--- config.mk ---
export PLATFORM = sky130hd
export DESIGN_NAME = weight_load_top
export DESIGN_NICKNAME = d
export VERILOG_FILES = /design/src/weight_load_pkg.sv /design/src/weight_ar_gen.sv /design/src/weight_beat_counter.sv /design/src/weight_load_fsm.sv /design/src/weight_load_top.sv
export SDC_FILE = /design/constraint.sdc
export NUM_CORES = 1
export LEC_CHECK = 0
export BUFFER_PORTS_ARGS = -buffer_cell sky130_fd_sc_hd__buf_2
export CAP_MARGIN = 20
export CORE_UTILIZATION = 47
export CTS_CLUSTER_SIZE = 14
export DETAILED_ROUTE_END_ITERATION = 10
export GPL_ROUTABILITY_DRIVEN = 1
export PLACE_DENSITY = 0.81
export SETUP_SLACK_MARGIN = 0.05
export SYNTH_ARGS = -nofsm -noshare
export SYNTH_HDL_FRONTEND = slang
export SYNTH_SLANG_ARGS = --single-unit
--- constraint.sdc ---
create_clock -name clk -period 2.7 [get_ports clk]
set_input_delay 0.405 -clock clk [delete_from_list [all_inputs] [get_ports clk]]
set_output_delay 0.405 -clock clk [all_outputs]
set_load 0.05 [all_outputs]
--- src/weight_load_pkg.sv ---
`default_nettype none

package weight_load_pkg;

  //////////////////////////////////////////////////////////////////////////
  // constants
  //////////////////////////////////////////////////////////////////////////

  // weight memory window and read id
  localparam logic [3:0] WEIGHT_RD_BASE = 4'h8;
  localparam logic [3:0] WEIGHT_MEM_ID  = 4'd2;

  // beats per prepare chunk
  localparam int CHUNK_BEATS = 32;

  // upper arlen bits, low five bits are always ones
  localparam logic [2:0] FIRST_LEN_HI = 3'd7;
  localparam logic [2:0] BIAS_LEN_HI  = 3'd3;
  localparam logic [2:0] PLAIN_LEN_HI = 3'd0;

  // fixed burst attributes, 32-bit beats and incrementing
  localparam logic [2:0] AR_SIZE_4B    = 3'b010;
  localparam logic [1:0] AR_BURST_INCR = 2'b01;

  // instruction opcodes in bits 31..29
  localparam logic [2:0] OP_LOAD_WEIGHT = 3'd1;
  localparam logic [2:0] OP_EXECUTE     = 3'd2;

  //////////////////////////////////////////////////////////////////////////
  // types
  //////////////////////////////////////////////////////////////////////////

  typedef logic [31:0] instr_t;
  typedef logic [2:0]  opcode_t;
  typedef logic [25:0] line_addr_t;
  typedef logic [31:0] axi_addr_t;
  typedef logic [3:0]  axi_id_t;
  typedef logic [7:0]  axi_len_t;
  typedef logic [2:0]  len_hi_t;
  typedef logic [4:0]  beat_sel_t;

  typedef enum logic [1:0] {
    S_IDLE,
    S_ADDR,
    S_BURST,
    S_FETCH_EX
  } lw_state_t;

  // read address channel, master to slave
  typedef struct packed {
    logic      arvalid;
    axi_addr_t araddr;
    axi_id_t   arid;
    axi_len_t  arlen;
    logic [2:0] arsize;
    logic [1:0] arburst;
  } ar_chan_t;

  // read data channel control, slave to master
  typedef struct packed {
    logic       rvalid;
    logic       rlast;
    axi_id_t    rid;
    logic [1:0] rresp;
  } r_chan_t;

  // fsm request to the address generator
  typedef struct packed {
    logic       issue_first;
    logic       issue_second;
    logic       bias_mode;
    line_addr_t line;
  } ar_cmd_t;

endpackage

`default_nettype wire

--- src/weight_ar_gen.sv ---
`timescale 1ns/100ps
`default_nettype none

module weight_ar_gen
  import weight_load_pkg::*;
(
  input  logic     clk,
  input  logic     rst_n,
  input  ar_cmd_t  i_cmd,
  input  logic     i_arready,
  output ar_chan_t o_ar,
  output logic     o_ar_done
);

  logic       arvalid_q;
  // word address of the current burst
  line_addr_t line_q;
  len_hi_t    len_hi_q;

  assign o_ar_done = arvalid_q & i_arready;

  // arvalid up after an issue, down after the handshake
  always_ff @(posedge clk)
  begin
    if (!rst_n)
    begin
      arvalid_q <= 1'b0;
    end
    else if (i_cmd.issue_first || i_cmd.issue_second)
    begin
      arvalid_q <= 1'b1;
    end
    else if (o_ar_done)
    begin
      arvalid_q <= 1'b0;
    end
  end

  always_ff @(posedge clk)
  begin
    if (i_cmd.issue_first)
    begin
      line_q   <= i_cmd.line;
      len_hi_q <= FIRST_LEN_HI;
    end
    else if (i_cmd.issue_second)
    begin
      // step to the next 256-beat line
      line_q   <= {line_q[25:8] + 18'd1, line_q[7:0]};
      len_hi_q <= i_cmd.bias_mode ? BIAS_LEN_HI : PLAIN_LEN_HI;
    end
  end

  //////////////////////////////////////////////////////////////////////////
  // channel fields
  //////////////////////////////////////////////////////////////////////////

  assign o_ar.arvalid = arvalid_q;
  // base nibble, word address, byte offset
  assign o_ar.araddr  = {WEIGHT_RD_BASE, line_q, 2'b00};
  assign o_ar.arid    = WEIGHT_MEM_ID;
  // whole chunks only
  assign o_ar.arlen   = {len_hi_q, 5'b11111};
  assign o_ar.arsize  = AR_SIZE_4B;
  assign o_ar.arburst = AR_BURST_INCR;

endmodule

`default_nettype wire

--- src/weight_beat_counter.sv ---
`timescale 1ns/100ps
`default_nettype none

module weight_beat_counter
  import weight_load_pkg::*;
(
  input  logic      clk,
  input  logic      rst_n,
  input  logic      i_ar_done,
  input  r_chan_t   i_r,
  output logic      o_rready,
  output logic      o_weight_wr_en,
  output beat_sel_t o_weight_sel,
  output logic      o_prepare_weight,
  output logic      o_burst_end
);

  localparam beat_sel_t LAST_SEL = beat_sel_t'(CHUNK_BEATS - 1);

  logic      rready_q;
  beat_sel_t sel_q;
  logic      prepare_q;

  // good beat: right id and no slverr/decerr
  logic accept;
  logic chunk_last;

  assign accept = i_r.rvalid & rready_q & (i_r.rid == WEIGHT_MEM_ID) & ~i_r.rresp[1];
  assign chunk_last = (sel_q == LAST_SEL);

  // a burst only ends on a chunk boundary
  assign o_burst_end = accept & i_r.rlast & chunk_last;

  always_ff @(posedge clk)
  begin
    if (!rst_n)
    begin
      rready_q  <= 1'b0;
      sel_q     <= '0;
      prepare_q <= 1'b0;
    end
    else
    begin
      if (i_ar_done)
      begin
        rready_q <= 1'b1;
      end
      else if (o_burst_end)
      begin
        rready_q <= 1'b0;
      end
      // index restarts with each burst, wraps at 32
      if (i_ar_done)
      begin
        sel_q <= '0;
      end
      else if (accept)
      begin
        sel_q <= sel_q + 5'd1;
      end
      // chunk complete, delayed by one
      prepare_q <= accept & chunk_last;
    end
  end

  assign o_rready         = rready_q;
  assign o_weight_wr_en   = accept;
  assign o_weight_sel     = sel_q;
  assign o_prepare_weight = prepare_q;

endmodule

`default_nettype wire

--- src/weight_load_fsm.sv ---
`timescale 1ns/100ps
`default_nettype none

module weight_load_fsm
  import weight_load_pkg::*;
(
  input  logic    clk,
  input  logic    rst_n,
  input  logic    i_instr_empty,
  input  instr_t  i_instr,
  input  logic    i_fwd_full,
  input  logic    i_set_weight,
  input  logic    i_ar_done,
  input  logic    i_burst_end,
  output logic    o_instr_rd_en,
  output logic    o_fwd_wr_en,
  output ar_cmd_t o_ar_cmd,
  output logic    o_bias_wr_en,
  output logic    o_param_wr_en,
  output logic    o_idle
);

  lw_state_t state_q;
  lw_state_t state_d;

  // head word opcode
  opcode_t opcode;

  logic ready_q;
  // second burst in flight
  logic second_q;
  logic bias_q;

  logic issue_first;
  logic issue_second;
  // last beat of the second burst
  logic load_end;

  // two stage delay for bias and param strobes
  logic strobe_q1;
  logic strobe_q2;

  assign opcode = i_instr[31:29];

  //////////////////////////////////////////////////////////////////////////
  // next state and fifo handshakes
  //////////////////////////////////////////////////////////////////////////

  always_comb
  begin
    state_d       = state_q;
    o_instr_rd_en = 1'b0;
    o_fwd_wr_en   = 1'b0;
    issue_first   = 1'b0;
    issue_second  = 1'b0;
    load_end      = 1'b0;
    case (state_q)
      S_IDLE:
      begin
        if (!i_instr_empty)
        begin
          if (opcode == OP_LOAD_WEIGHT)
          begin
            // held back until the array took the last set
            if (ready_q)
            begin
              o_instr_rd_en = 1'b1;
              issue_first   = 1'b1;
              state_d       = S_ADDR;
            end
          end
          else if (!i_fwd_full)
          begin
            // everything else goes to the activation side
            o_instr_rd_en = 1'b1;
            o_fwd_wr_en   = 1'b1;
            if (opcode == OP_EXECUTE)
            begin
              state_d = S_FETCH_EX;
            end
          end
        end
      end
      S_ADDR:
      begin
        if (i_ar_done)
        begin
          state_d = S_BURST;
        end
      end
      S_BURST:
      begin
        if (i_burst_end)
        begin
          if (second_q)
          begin
            load_end = 1'b1;
            state_d  = S_IDLE;
          end
          else
          begin
            issue_second = 1'b1;
            state_d      = S_ADDR;
          end
        end
      end
      S_FETCH_EX:
      begin
        // lower half of the execute pair
        if (!i_instr_empty && !i_fwd_full)
        begin
          o_instr_rd_en = 1'b1;
          o_fwd_wr_en   = 1'b1;
          state_d       = S_IDLE;
        end
      end
      default:
      begin
        state_d = S_IDLE;
      end
    endcase
  end

  //////////////////////////////////////////////////////////////////////////
  // control registers
  //////////////////////////////////////////////////////////////////////////

  always_ff @(posedge clk)
  begin
    if (!rst_n)
    begin
      state_q   <= S_IDLE;
      ready_q   <= 1'b1;
      second_q  <= 1'b0;
      strobe_q1 <= 1'b0;
      strobe_q2 <= 1'b0;
    end
    else
    begin
      state_q <= state_d;
      // set-weight wins over the clear
      if (i_set_weight)
      begin
        ready_q <= 1'b1;
      end
      else if (state_q == S_ADDR)
      begin
        ready_q <= 1'b0;
      end
      if (issue_first)
      begin
        second_q <= 1'b0;
      end
      else if (issue_second)
      begin
        second_q <= 1'b1;
      end
      strobe_q1 <= load_end & bias_q;
      strobe_q2 <= strobe_q1;
    end
  end

  // bias mode from bit 28 of the load word
  always_ff @(posedge clk)
  begin
    if (issue_first)
    begin
      bias_q <= i_instr[28];
    end
  end

  assign o_ar_cmd = '{
    issue_first:  issue_first,
    issue_second: issue_second,
    bias_mode:    bias_q,
    line:         i_instr[25:0]
  };

  assign o_bias_wr_en  = strobe_q2;
  assign o_param_wr_en = strobe_q2;
  assign o_idle        = (state_q == S_IDLE);

endmodule

`default_nettype wire

--- src/weight_load_top.sv ---
`timescale 1ns/100ps
`default_nettype none

module weight_load_top
  import weight_load_pkg::*;
(
  input  logic      clk,
  input  logic      rst_n,
  // instruction fifo, fwft
  input  logic      i_instr_empty,
  input  instr_t    i_instr,
  output logic      o_instr_rd_en,
  // activation-load fifo
  input  logic      i_fwd_full,
  output logic      o_fwd_wr_en,
  // array has taken the previous weights
  input  logic      i_set_weight,
  // axi4 read master
  output ar_chan_t  o_ar,
  input  logic      i_arready,
  input  r_chan_t   i_r,
  output logic      o_rready,
  // weight register file side
  output logic      o_weight_wr_en,
  output beat_sel_t o_weight_sel,
  output logic      o_prepare_weight,
  output logic      o_bias_wr_en,
  output logic      o_param_wr_en,
  output logic      o_idle
);

  // fsm to address generator
  ar_cmd_t ar_cmd;
  // address handshake pulse
  logic    ar_done;
  // last beat of the current burst
  logic    burst_end;

  weight_load_fsm u_fsm (
    .clk           (clk),
    .rst_n         (rst_n),
    .i_instr_empty (i_instr_empty),
    .i_instr       (i_instr),
    .i_fwd_full    (i_fwd_full),
    .i_set_weight  (i_set_weight),
    .i_ar_done     (ar_done),
    .i_burst_end   (burst_end),
    .o_instr_rd_en (o_instr_rd_en),
    .o_fwd_wr_en   (o_fwd_wr_en),
    .o_ar_cmd      (ar_cmd),
    .o_bias_wr_en  (o_bias_wr_en),
    .o_param_wr_en (o_param_wr_en),
    .o_idle        (o_idle)
  );

  weight_ar_gen u_ar_gen (
    .clk       (clk),
    .rst_n     (rst_n),
    .i_cmd     (ar_cmd),
    .i_arready (i_arready),
    .o_ar      (o_ar),
    .o_ar_done (ar_done)
  );

  weight_beat_counter u_beat_counter (
    .clk              (clk),
    .rst_n            (rst_n),
    .i_ar_done        (ar_done),
    .i_r              (i_r),
    .o_rready         (o_rready),
    .o_weight_wr_en   (o_weight_wr_en),
    .o_weight_sel     (o_weight_sel),
    .o_prepare_weight (o_prepare_weight),
    .o_burst_end      (burst_end)
  );

endmodule

`default_nettype wire
# Yosys cells after proc, flatten, opt, wreduce, memory -nomap -nowiden
# Index checks and enable logic that the tools add are counted.
# Widths: inputs -> output; s select.
# classes
mux,35
n_bitwise,10
reduce_logical,12
add_sub_neg,2
eq_ne,14
# ops
op,n
$mux 26,2
$mux 1,21
$add 18x1->18 const B,1
$mux 2,9
$and 1x1->1,8
$pmux 2 s4,1
$reduce_and 7->1,1
$ne 2x2->1 const B,3
$ne 3x2->1 const B,2
$reduce_bool 2->1,3
$reduce_or 2->1,3
$add 5x1->5 const B,1
$eq 5x5->1 const B,1
$eq 2x2->1 const B,2
$eq 4x2->1 const B,1
$pmux 1 s2,2
$eq 3x1->1 const B,1
$eq 3x2->1 const B,1
$ne 3x1->1 const B,1
$eq 2x1->1 const B,1
$logic_not 1->1,2
$logic_not 2->1,1
$ne 2x1->1 const B,1
$not 1->1,2
2 further kinds,2
# word_totals
output_inout_bits,63
reg_bits,44
wordCells,86
input_bits,46

# Logic depth before layout (Yosys ltp)
# depth
word_depth,9
depth_mapped,10
depth_no_buf,7

# Modules after synthesis
# From an unflattened synthesis, not the netlist that was laid out.
# hier_totals
cells_unflattened,272
hier_area_um2,2667.6
# by_module_without_submodules
mod,n_inst,area_each_um2,seq_area_each_um2,cells_each
weight_ar_gen,1,1677.9,840.8,156
weight_load_fsm,1,640.6,150.1,77
weight_beat_counter,1,349.1,140.1,39

# Worst setup path after synthesis
# No wires, ideal clock.
# synth_path
path_type,reg2out
start,register u_fsm.state_q[0]
end,output o_fwd_wr_en
path_stages_with_launch,6
t_arrival_ps,2624
path_buffers,1
setup_slack_ps,-329
t_required_ps,2295
cell_sequence,dfxtp_1 > inv_1 > ha_1 > buf_4 > a21oi_1 > nor4_1
# synth_between
elab_chain_cells,2
elab_cells_between_ends,3
classes_between,1 x eq/ne; 1 x mux; 1 x reduce/logical
# synth_rtl
element,line_no,source
start: declaration,weight_load_fsm.sv:23,lw_state_t state_q;
start signal: assignment,weight_load_fsm.sv:140,state_q <= state_d;
$logic_not 2->1,--,
named net o_idle,weight_load_top.sv:29,output logic o_idle
$pmux 1 s2,weight_load_fsm.sv:57,case (state_q)
end: declaration,weight_load_top.sv:15,"output logic o_fwd_wr_en,"
# The timed path passes the listed nets, and every way through them passes these cells.

# Worst setup path in the final report
# layout_path
start,input i_r[5] (netlist name)
end,output o_weight_wr_en
# layout_between
elab_chain_cells,3
# layout_rtl
element,line_no,source
start: declaration,weight_load_top.sv:21,"input r_chan_t i_r,"
$eq 4x2->1,weight_beat_counter.sv:28,assign accept = i_r.rvalid & rready_q & (i_r.rid == WEIGHT_MEM_ID) & ~i_r.rresp[1];
$and 1x1->1 (2 in a row),weight_beat_counter.sv:28,
end: declaration,weight_load_top.sv:24,"output logic o_weight_wr_en,"
# No other way between the ends.

==> flow_summary.json <==
{
  "synth_async_reset_ratio_pct": 0,
  "finalSetupViolations": 0,
  "first_global_vias": 1743,
  "edff_count_synth": 27,
  "timing.critical_path.to": "o_weight_wr_en",
  "final_min_period_over_clock_period_pct": 78.46,
  "p_leak_nw": 1.245,
  "grt_first_pass_wirelength_um": 7590,
  "cts_tree": "yes",
  "grt_antenna_before_repair": 0,
  "seq_area_frac_synth_pct": 46.34,
  "die_h_um": 74.07,
  "synthSimpleGateAreaFrac_pct": 21.22,
  "synth-adder-area-share_pct": 3.588,
  "clock-root-buffer": "clkbuf_8",
  "clock_sink_count": 43,
  "finalCriticalPeriod_ns": 2.119,
  "r2r_start": "u_fsm.state_q[0]$_SDFFE_PN0P_",
  "area_delta_synth_final_pct": 19.89,
  "globalRouteTotalUtil_pct": 17.75,
  "met2WireLength_um": 2358,
  "antenna-diode-count": 0,
  "clkLatencyLatePin_ns": 0.28,
  "cts_resized": 0,
  "worst_path_largest_cell_delay_ns": 0.58,
  "cpMaxStageDelayCell": "or4b_1",
  "netlist-cell-type-count": 48,
  "synth_ff_type": "edfxtp_1",
  "cp_data_arrival_time_ns": 1.71,
  "post_synth.cell_area_avg_um2": 10.17,
  "multi_input_area_mm2": 0.001145,
  "cts_htree_levels": 2,
  "worst_setup_path_startpoint": "i_r[5]",
  "report.final.slew_viol_count": 0,
  "hold_buffers": 0,
  "run_status": "completed",
  "post_cts.repair.setup_buffers": 0,
  "gr-total-overflow": 0,
  "route.detailed.drc": 0,
  "drive_gt1_share_pct": 31.89,
  "wl_um": 4773,
  "finalPower_mw": 1.766,
  "last_weighted_congestion_value_of_the_routability_driven_placer": 0.8578,
  "synth_xor_area_share_pct": 5.382,
  "dieArea_mm2": 0.005486,
  "timing.critical_path.required_ns": 2.30,
  "path_common_cell": "buf_2",
  "tns_ns": 0,
  "regToRegSetupSlack_ns": 0.62,
  "max_fanout_on_critical_path": 6,
  "r2r.worst_path.cells": 7,
  "worst_r2r_endpoint": "u_ar_gen.line_q[11]$_DFFE_PP_",
  "compound_cell_area_share_of_the_yosys_netlist_pct": 11.53,
  "crit_path_cell_trace": "buf_2 -> or4b_1 -> nor2_2 -> buf_2",
  "wirelength_met1_um": 2110,
  "final_count_of_hold_timing_violations": 0,
  "maxUsedRoutingLayer": "met4",
  "largest_net_degree_at_the_start_of_global_routing": 22,
  "dpl.hpwl_um": 3672,
  "detailroute.wirelength.met3_um": 283,
  "peakVddDrop_mv": 0.3102,
  "first_iter_violations": 63,
  "initial_utilization_pct": 50.35,
  "hold_path.class": "primary input to flip-flop",
  "io-pin-count": 109,
  "cap_violations": 0,
  "yosys-top-cells-count": "buf_4, edfxtp_1, nand2_1",
  "die_w_um": 74.07,
  "yosys-mux-area-fraction_pct": 1.640,
  "crit_path_end_kind": "output port",
  "netlist.area_leader.share_pct": 33.21,
  "vias": 1962,
  "route.detailed.vias_per_inst": 5.031,
  "coreArea_mm2": 0.004848,
  "netlist_top_cells_area": "edfxtp_1, dfxtp_1, buf_4, nand2_1, xor2_1",
  "fill_cells": 422,
  "synth_area_mm2": 0.002441,
  "nets": 375,
  "clkSlewWorstSetupHoldPaths_ns": 0.07,
  "worst_clock_skew_ns": 0.007499,
  "io_buffers": 85,
  "timing_worst_setup_path_type": "primary input to output port",
  "worst_setup_path_start_kind": "primary input",
  "tritoncts_buffers": 5,
  "power_per_cell_area_mw_per_mm2": 603.3,
  "worst_pin_slew_ns": 0.5263,
  "dominant_combinational_cell_family_by_area_after_synthesis": "simple AND/OR/NAND/NOR gates",
  "unrepaired_setup_endpoints_after_global_routing": "false",
  "maxSlewHeadroom_pct": 64.82,
  "rows": 25,
  "area.sequential_mm2": 0.001131,
  "drt-pass1-iter-count": 4,
  "antenna_violating_nets_post_route": 0,
  "ys_seq_elements": 43,
  "synthCells": 240,
  "synth_largest_area_cell": "edfxtp_1",
  "synthesis.yosys.warnings": 0,
  "wl_per_cell_um": 12.24,
  "max_freq_mhz": 472.0,
  "clock_tree.buffer_depth": 2
}
## cell type report
class                   instances  area share (%)
well taps                      67           2.864
clock buffers                   8           2.736
flip-flops and latches         43           38.65
repair buffers                 89           15.99
multi-input cells             178           39.12
inverters                       5          0.6413
## power by group
group	internal, mW	switching (mW)	total (mW)
clock	0.184	0.193	0.377
combinational	0.185	0.419	0.604
sequential	0.749	0.0359	0.785
## logic make-up after synthesis
kind of cell / Yosys count
AOI/OAI and AO/OA: 38
xor gates and xnor gates: 15
other: 2
adders and majority gates: 7
muxes: 4
buffers and inverters: 37
and+or+nand+nor: 94
DFF: 43
## cells in the final DEF, fill, tap and decap left out, types with 2 or more instances in the layout
master / Yosys / final
nand4_1: 6 / 6
dfxtp_1: 16 / 16
clkbuf_8: 0 / 5
nand3_1: 10 / 10
xor2_1: 11 / 11
nand3b_1: 3 / 3
and4_1: 3 / 3
nor2_1: 11 / 11
mux2i_1: 4 / 4
a21oi_1: 3 / 3
o21a_1: 2 / 2
xnor2_1: 4 / 4
buf_4: 27 / 3
buf_2: 3 / 85
or3_1: 2 / 2
o31ai_1: 4 / 4
conb_1: 2 / 20
ha_1: 7 / 7
inv_1: 4 / 4
and2_1: 11 / 11
o21ai_1: 11 / 11
edfxtp_1: 27 / 27
nand2_1: 27 / 27
or4_1: 4 / 4
nand2b_1: 3 / 3
clkbuf_1: 2 / 3
and3_1: 4 / 4
o21ai_0: 3 / 3
nor2b_1: 2 / 2
a31oi_1: 5 / 5
## sequential cells by signal (all words and copies together) (netlist names)
signal,count
u_ar_gen.line_q,26
u_beat_counter.o_weight_sel,5
u_ar_gen.len_hi_q,2
u_fsm.state_q,2
u_ar_gen.arvalid_q,1
u_beat_counter.o_prepare_weight,1
u_beat_counter.o_rready,1
u_fsm.bias_q,1
u_fsm.o_bias_wr_en,1
u_fsm.ready_q,1
u_fsm.second_q,1
u_fsm.strobe_q1,1
## how the worst min path moves through the flow
stage                               start                             to  slack [ns]  depth (start not counted)
6_report                      i_instr[28]         u_fsm.bias_q$_DFFE_PP_        0.30                          1
5_1_grt                       i_instr[28]         u_fsm.bias_q$_DFFE_PP_        0.29                          1
4_1_cts                       i_instr[28]         u_fsm.bias_q$_DFFE_PP_        0.30                          1
3_5_place_dp   u_fsm.strobe_q1$_SDFF_PN0_  u_fsm.o_bias_wr_en$_SDFF_PN0_        0.43                          1
3_3_place_gp   u_fsm.strobe_q1$_SDFF_PN0_  u_fsm.o_bias_wr_en$_SDFF_PN0_        0.42                          1
2_1_floorplan  u_fsm.strobe_q1$_SDFF_PN0_  u_fsm.o_bias_wr_en$_SDFF_PN0_        0.41                          1
## metrics by stage
step           instances  hold WS, ns  utilization (%)  setup WS (ns)  cell area (µm²)
3_5_place_dp         382       0.4348            58.71         0.4949             2846
2_1_floorplan        258       0.4119                -         0.1288             2520
6_report             390       0.3045            60.36         0.5815             2927
4_1_cts              390       0.2953            60.36         0.5778             2927
5_1_grt              390       0.2864            60.36         0.4462             2927
3_3_place_gp         382       0.4204            58.71         0.4890             2846
## routing by layer
metal  global-route usage (%)  vias to the layer above
li1                         -                      977
met1                    22.19                      912
met2                    30.91                       71
met3                    4.065                        2
met4                    4.487                        0
met5                        0                        -
## worst max-delay path: cells and delay by family
kind / cells / cell delay (ns)
buffers and inverters: 2 / 0.44
and+or+nand+nor: 2 / 0.88
Note: power is estimated with default switching activity, not from simulation.
